===== src/rv_exec_pkg.sv =====
// widths, decode bus field positions and op codes; the decode bus layout is fixed by the decoder
`default_nettype none

package rv_exec_pkg;

  localparam int WORD_WD       = 64;
  localparam int GPR_ADDR_WD   = 5;
  localparam int CSR_ADDR_WD   = 12;
  localparam int SRAM_ADDR_WD  = 32;
  localparam int SRAM_WMASK_WD = 8;

  localparam int DS_TO_ES_BUS_WD = 359;
  // rd, csr, 4 control bits + mem_op, 3 data words, ebreak, invalid, addr[2:0]
  localparam int ES_TO_MS_BUS_WD = GPR_ADDR_WD + CSR_ADDR_WD + 7 + 3 * WORD_WD + 5;

  // decode bus field lsbs, highest field first
  localparam int DS_RS1DATA_LSB   = 295;
  localparam int DS_RS2DATA_LSB   = 231;
  localparam int DS_CSRRDATA_LSB  = 167;
  localparam int DS_IMM_LSB       = 103;
  localparam int DS_PC_LSB        = 39;
  localparam int DS_SRC1_SEL_LSB  = 38;
  localparam int DS_SRC2_SEL_LSB  = 36;  // 2 bits
  localparam int DS_WORD_CUT_LSB  = 35;
  localparam int DS_ALU_OP_LSB    = 30;  // 5 bits
  localparam int DS_RD_LSB        = 25;
  localparam int DS_CSR_LSB       = 13;
  localparam int DS_GPR_WEN_LSB   = 12;
  localparam int DS_CSR_WEN_LSB   = 11;
  localparam int DS_MEM_REN_LSB   = 10;
  localparam int DS_MEM_WEN_LSB   = 9;
  localparam int DS_MEM_OP_LSB    = 6;   // 3 bits
  localparam int DS_CSR_INST_LSB  = 5;
  localparam int DS_CSR_OP_LSB    = 2;   // 3 bits
  localparam int DS_EBREAK_LSB    = 1;
  localparam int DS_INVALID_LSB   = 0;

  typedef enum logic [4:0] {
    ALU_ADD, ALU_SUB, ALU_SLL, ALU_SLT, ALU_SLTU, ALU_XOR,
    ALU_SRL, ALU_SRA, ALU_OR, ALU_AND, ALU_PASS2
  } alu_op_e;

  typedef enum logic {SRC1_RS1, SRC1_PC} src1_sel_e;

  typedef enum logic [1:0] {SRC2_RS2, SRC2_IMM, SRC2_FOUR} src2_sel_e;

  typedef enum logic [2:0] {CSR_NONE, CSR_RW, CSR_RS, CSR_RC} csr_op_e;

  // [1:0] size, [2] unsigned load
  typedef enum logic [2:0] {
    MEM_B  = 3'b000, MEM_H  = 3'b001, MEM_W  = 3'b010, MEM_D = 3'b011,
    MEM_BU = 3'b100, MEM_HU = 3'b101, MEM_WU = 3'b110
  } mem_op_e;

endpackage

`default_nettype wire


===== src/mem_stage.sv =====
// one-cycle memory stage; load data must arrive the cycle after the request, no stall path
`timescale 1ns/1ps
`default_nettype none

module mem_stage (
  input  logic                                    i_clk,
  input  logic                                    i_reset,
  input  logic                                    i_es_valid,
  input  logic [rv_exec_pkg::ES_TO_MS_BUS_WD-1:0] i_es_to_ms_bus,
  input  logic [rv_exec_pkg::WORD_WD-1:0]         i_data_sram_rdata,
  output logic                                    o_ws_valid,
  output logic [rv_exec_pkg::GPR_ADDR_WD-1:0]     o_ws_rd,
  output logic                                    o_ws_gpr_wen,
  output logic [rv_exec_pkg::WORD_WD-1:0]         o_ws_result,
  output logic                                    o_ws_csr_wen,
  output logic [rv_exec_pkg::CSR_ADDR_WD-1:0]     o_ws_csr_addr,
  output logic [rv_exec_pkg::WORD_WD-1:0]         o_ws_csr_wdata,
  output logic                                    o_ws_ebreak,
  output logic                                    o_ws_invalid
);

  import rv_exec_pkg::*;

  logic                       ms_valid;
  logic [ES_TO_MS_BUS_WD-1:0] ms_bus;  // payload, only valid with ms_valid

  logic [GPR_ADDR_WD-1:0] ms_rd;
  logic [CSR_ADDR_WD-1:0] ms_csr;
  logic                   ms_gpr_wen;
  logic                   ms_csr_wen;
  logic                   ms_mem_ren;
  logic [2:0]             ms_mem_op;
  logic                   ms_csr_inst_sel;
  logic [WORD_WD-1:0]     ms_csrrdata;
  logic [WORD_WD-1:0]     ms_alu_result;
  logic [WORD_WD-1:0]     ms_csr_result;
  logic                   ms_ebreak;
  logic                   ms_invalid;
  logic [2:0]             ms_addr_low;
  logic [WORD_WD-1:0]     lane;
  logic [WORD_WD-1:0]     load_data;

  always_ff @(posedge i_clk) begin
    if (i_reset) begin
      ms_valid <= 1'b0;
    end else begin
      ms_valid <= i_es_valid;
    end
  end

  always_ff @(posedge i_clk) begin
    if (i_es_valid) begin
      ms_bus <= i_es_to_ms_bus;
    end
  end

  assign {ms_rd, ms_csr, ms_gpr_wen, ms_csr_wen, ms_mem_ren, ms_mem_op, ms_csr_inst_sel,
          ms_csrrdata, ms_alu_result, ms_csr_result,
          ms_ebreak, ms_invalid, ms_addr_low} = ms_bus;

  assign lane = i_data_sram_rdata >> {ms_addr_low, 3'b000};  // wanted bytes to bit 0

  always_comb begin
    unique case (ms_mem_op)
      MEM_B:   load_data = {{56{lane[7]}}, lane[7:0]};
      MEM_BU:  load_data = {56'b0, lane[7:0]};
      MEM_H:   load_data = {{48{lane[15]}}, lane[15:0]};
      MEM_HU:  load_data = {48'b0, lane[15:0]};
      MEM_W:   load_data = {{32{lane[31]}}, lane[31:0]};
      MEM_WU:  load_data = {32'b0, lane[31:0]};
      default: load_data = lane;  // ld
    endcase
  end

  always_comb begin
    if (ms_mem_ren) begin
      o_ws_result = load_data;
    end else if (ms_csr_inst_sel) begin
      o_ws_result = ms_csrrdata;  // csr read returns the old value
    end else begin
      o_ws_result = ms_alu_result;
    end
  end

  assign o_ws_valid     = ms_valid;
  assign o_ws_rd        = ms_rd;
  assign o_ws_gpr_wen   = ms_valid & ms_gpr_wen;
  assign o_ws_csr_wen   = ms_valid & ms_csr_wen;
  assign o_ws_csr_addr  = ms_csr;
  assign o_ws_csr_wdata = ms_csr_result;
  assign o_ws_ebreak    = ms_valid & ms_ebreak;
  assign o_ws_invalid   = ms_valid & ms_invalid;

endmodule

`default_nettype wire


===== config.mk =====
export PLATFORM = sky130hd
export DESIGN_NAME = mem_stage
export DESIGN_NICKNAME = d
export VERILOG_FILES = /design/src/rv_exec_pkg.sv /design/src/mem_stage.sv
export SDC_FILE = /design/constraint.sdc
export NUM_CORES = 1
export LEC_CHECK = 0
export BUFFER_PORTS_ARGS = -buffer_cell sky130_fd_sc_hd__buf_2
export CAP_MARGIN = 10
export CORE_AREA = 2 2 169 171
export DETAILED_ROUTE_END_ITERATION = 7
export DIE_AREA = 0 0 171 173
export PLACE_DENSITY = 0.74
export SETUP_SLACK_MARGIN = 0.3
export SYNTH_ARGS = -nofsm -noshare
export SYNTH_HDL_FRONTEND = slang
export SYNTH_SLANG_ARGS = --single-unit

===== constraint.sdc =====
create_clock -name i_clk -period 1.98 [get_ports i_clk]
set_clock_uncertainty 0.1 [all_clocks]
set_input_delay 0 -clock i_clk [delete_from_list [all_inputs] [get_ports i_clk]]
set_output_delay 0 -clock i_clk [all_outputs]
set_load 0.005 [all_outputs]

=== After elaboration in Yosys (flattened, before gate mapping) ===
Index checks and enable logic that the tools add are counted.

* Word-level logic and storage cells: 16
* Output and inout bits: 150
* Memories kept: 0
* Bits in read-only memories: 0
* Latch bits: 0
* Register bits after elaboration: 222
* Bits of input ports: 288
* Memory bits (writable): 0

* Magnitude comparators: 0
* Shift-type cells: 1
* Equality and inequality tests: 5
* Bitwise operators: 4
* Multiplexer cells: 3
* Reduce and logical (&&, ||, !) cells: 1
* Div/mod/pow operators: 0
* Add/subtract/negate cells: 0
* Multipliers: 0

{| class="wikitable"
|+ Operator list
! kind !! number
|-
| 64-bit one-hot mux with 6 select lines || 1
|-
| 64-bit 2-to-1 mux || 2
|-
| 64-bit by 6-bit right shift with 64-bit output || 1
|-
| 3-bit equality test, second input constant || 3
|-
| 1-bit AND || 4
|-
| 3-bit by 1-bit equality test with 1-bit output, second input constant || 1
|-
| 3-bit by 2-bit equality test with 1-bit output, second input constant || 1
|-
| 3-bit zero test || 1
|}

=== Logic depth before layout (Yosys ltp) ===
* Word-level depth: 3
* Gate-level depth with buffers: 8
* Depth with buffers taken out: 5

=== Worst setup path after synthesis ===
No wires, ideal clock.

* Kind: register to output
* Start point: register ms_bus[1]
* End point: output o_ws_result[33] (netlist name)
* Setup slack: 111 ps
* Required time: 1880 ps
* Data arrival time: 1769 ps
* Cell stages (with the launch flop): 8
* Path through: edfxtp_1 buf_6 mux2_1 o22ai_2 nor4_4 a211oi_4 buf_6 a31oi_2

* Cells in the longest elaborated chain, start to end: 3

{| class="wikitable"
|+ RTL lines
! item !! RTL line !! source
|-
| start, declared || mem_stage.sv:25 || <nowiki>logic [ES_TO_MS_BUS_WD-1:0] ms_bus;</nowiki>
|-
| start signal, assigned || mem_stage.sv:53 || <nowiki>ms_bus <= i_es_to_ms_bus;</nowiki>
|-
| 64-bit by 6-bit right shift with 64-bit output || mem_stage.sv:61 || <nowiki>assign lane = i_data_sram_rdata >> {ms_addr_low, 3'b000};</nowiki>
|-
| 64-bit one-hot mux with 6 select lines || mem_stage.sv:64 || <nowiki>unique case (ms_mem_op)</nowiki>
|-
| 64-bit 2-to-1 mux || mem_stage.sv:76 || <nowiki>if (ms_mem_ren) begin</nowiki>
|-
| end, declared || mem_stage.sv:14 || <nowiki>output logic [rv_exec_pkg::WORD_WD-1:0] o_ws_result,</nowiki>
|}

No other way between the ends.

=== Worst setup path after layout ===
* Start point: register ms_bus[1]
* End point: output o_ws_result[47] (netlist name)

Same word-level chain as after synthesis.

==> out/metrics.yaml <==
synth_edf_count: 221
die_w_um: 171
maxUsedRoutingLayer: "met5"
p_int_mw: 9.49
violations: "negative setup slack"
ys_async_sr_fraction_pct: 0
die_y_um: 173
yosys_warnings: 0
criticalPathCategory: "reg -> out"
tritoncts: "built"
maxSlewViolCount: 0
clock_path_buffers: 3
yosysUniqueCellTypes: 43
final_antenna_net_count: 0
status: "finished with violations"
htree_num_levels: 1
rows: 61
hold_path_startpoint: "i_es_to_ms_bus[99]"
vias: 9558
leakage_nw: 6.90
ir_drop_mv: 0.632
endpoint_kind: "output port"
synth-seq-area-share_pct: 61.9
switchingPower_mw: 3.47
holdWs_ps: 74.3
grt_max_degree: 71
drive_gt1_share_pct: 48.3
wl_per_cell_um: 23.4
dp.cells: 1536
final_util_pct: 62.2
hold_viol: 0
drt_wl_total_um: 42900
critPathLaunch: "ms_bus[1]$_DFFE_PP_"
synth-main-ff-cell: "edfxtp_1"
p_per_area_mw_per_mm2: 755
timing.final.crit_share_pct: 136
finalNonFillerCells: 1830
grt_setup_unrepaired: "yes"
cts_buffers: 23
syn_area_mm2: 0.0108
post-dp-hpwl_um: 29100
vias_per_cell: 5.22
nets: 1715
cts.sinks: 222
core-area_mm2: 0.0276
die_area_mm2: 0.0296
grt.total_usage_pct: 27.8
cp-start-kind: "flop"
first_iter_violations: 829
netlist_instances: 773
setup_viol: 64
p_clk_share_pct: 32.0
hold_path.class: "in -> reg"
crit_arrival_ps: 2590
start_util_pct: 38.9
ioPinCount: 438
root_buffer: "clkbuf_16"
ys_ff_latch: 222
max_cap_violations: 0
antenna_found_initial: 11
fillCellCount: 2084
seqPwrFrac_pct: 44.0
grt_pass1_vias: 10108
met1_length_um: 15500
port_buffers: 437
path_clk_slew_ps: 60
drt_pass1_iterations: 5
fmax_mhz: 372
power_frac_comb_pct: 24.0
grt_overflow: 0
syn2layout_area_growth_pct: 59.6
syn-num-nets: 1061
wl_met2_um: 21700
avgSynthCellArea_um2: 13.9
cp_max_fo: 12
gp_congestion: 0.924
postPlaceCellArea_mm2: 0.0136
stdcell_area_mm2: 0.0172
drc_errors: 0
slew_headroom_pct: 51.3
sw_frac_of_total_pct: 26.8
route.met3.wl_um: 3230
tightest_slew_ps: 727
required_ps: 1880
finalSetupTns_ps: -41030
min_period_ps: 2690
finalWorstSetupSlack_ps: -710
grt_pass1_wl_um: 61000
[area by class of cell]
class                           count  area, um^2  share of cell area [%]
Timing Repair Buffer              765        5500                    32.0
Antenna cell                        8        20.0                   0.117
Clock inverter                      9        78.8                   0.459
Clock buffer                       33         613                    3.57
Tap cell                          378         473                    2.75
Sequential cell                   222        6660                    38.8
Inverter                            1        3.75                  0.0219
Multi-Input combinational cell    414        3830                    22.3
[flip-flops by register name (all words and copies together) (netlist names)]
register,flops
o_ws_valid,1
ms_bus,221
[cells in the mapped netlist, types with 2 or more instances]
| library cell | instances | area [um^2] |
|---|---|---|
| edfxtp_1 | 221 | 6640 |
| buf_4 | 82 | 616 |
| nor2b_1 | 62 | 388 |
| nand2_1 | 57 | 214 |
| a211oi_1 | 56 | 420 |
| a31oi_1 | 38 | 238 |
| a21oi_1 | 32 | 160 |
| clkbuf_1 | 32 | 120 |
| mux2i_1 | 31 | 310 |
| nor2_1 | 27 | 101 |
| mux2_2 | 26 | 293 |
| mux4_2 | 22 | 495 |
| buf_2 | 14 | 70.1 |
| a31oi_2 | 10 | 125 |
| o22a_1 | 7 | 61.3 |
| o2bb2ai_1 | 7 | 61.3 |
| a221o_1 | 6 | 60.1 |
| buf_6 | 6 | 67.6 |
| nand2b_1 | 6 | 37.5 |
| and2_1 | 4 | 25.0 |
| buf_1 | 2 | 7.51 |
| mux2_1 | 2 | 22.5 |
| o211ai_1 | 2 | 15.0 |
| o22ai_2 | 2 | 25.0 |
[power by group through the flow]
stage	clock network [mW]	logic [mW]	registers, mW
after floorplan	0	1.28	5.75
after global placement	0	2.40	5.77
after detailed placement	0	2.43	5.79
after CTS	4.16	2.94	5.69
after global routing	4.36	3.29	5.73
final	4.14	3.12	5.70
[worst max-delay path, cell delays in order (launching register included)]
cell and delay, ps:
edfxtp_1 410, buf_4 180, mux2_4 320, o22ai_4 200, nor4b_4 80, a211oi_4 250
buf_12 170, buf_16 160, a31oi_2 110, buf_2 150
[worst paths after layout]
check | end | slack [ps] | cells after the start
setup / recovery | o_ws_result[47] | -710 | 9
hold / removal | ms_bus[99]$_DFFE_PP_ | 70 | 2
[per-layer routing]
| layer | track usage, % | up-vias |
|---|---|---|
| met3 | 5.58 | 132 |
| met5 | 0 | - |
| met1 | 31.3 | 4654 |
| li1 | - | 4210 |
| met4 | 15.0 | 6 |
| met2 | 49.2 | 556 |
[cell families after synthesis]
| logic type | share of synthesized area [%] |
|---|---|
| AOI/OAI and AO/OA | 11.3 |
| buffers and inverters | 8.22 |
| DFF | 61.9 |
| muxes | 10.4 |
| and+or+nand+nor | 8.19 |
[placed cells by master (no fill, tap or decap), types with 6 or more instances in the layout]
cell | synthesis | final
a31oi_2 | 10 | 18
a31oi_4 | 0 | 23
nor2b_1 | 62 | 60
mux2_2 | 26 | 23
a211oi_1 | 56 | 56
buf_12 | 0 | 13
buf_2 | 14 | 434
buf_6 | 6 | 12
nor2_1 | 27 | 25
mux4_2 | 22 | 22
clkbuf_16 | 0 | 24
diode_2 | 0 | 8
clkbuf_1 | 32 | 10
dlygate4sd3_1 | 0 | 224
o22a_1 | 7 | 7
edfxtp_1 | 221 | 221
nand2_1 | 57 | 56
a21oi_2 | 0 | 12
buf_4 | 82 | 77
a221o_1 | 6 | 6
mux2i_1 | 31 | 25
a31oi_1 | 38 | 7
a21oi_1 | 32 | 20
[stage by stage]
step | total power, mW | setup WS (ps)
6_report | 13.0 | -710
5_1_grt | 13.4 | -788
4_1_cts | 12.8 | -655
3_5_place_dp | 8.21 | -242
3_3_place_gp | 8.17 | -216
2_1_floorplan | 7.03 | 162
[timing repair]
item,4_1_cts,5_1_grt
buffers inserted,7,11
pin swaps,10,7
hold buffers,224,0
resized for setup,40,39
setup endpoints to repair,64,64
endpoints found under the hold margin,275,0
gates cloned,1,1
Note: power is estimated with default switching activity, not from simulation.
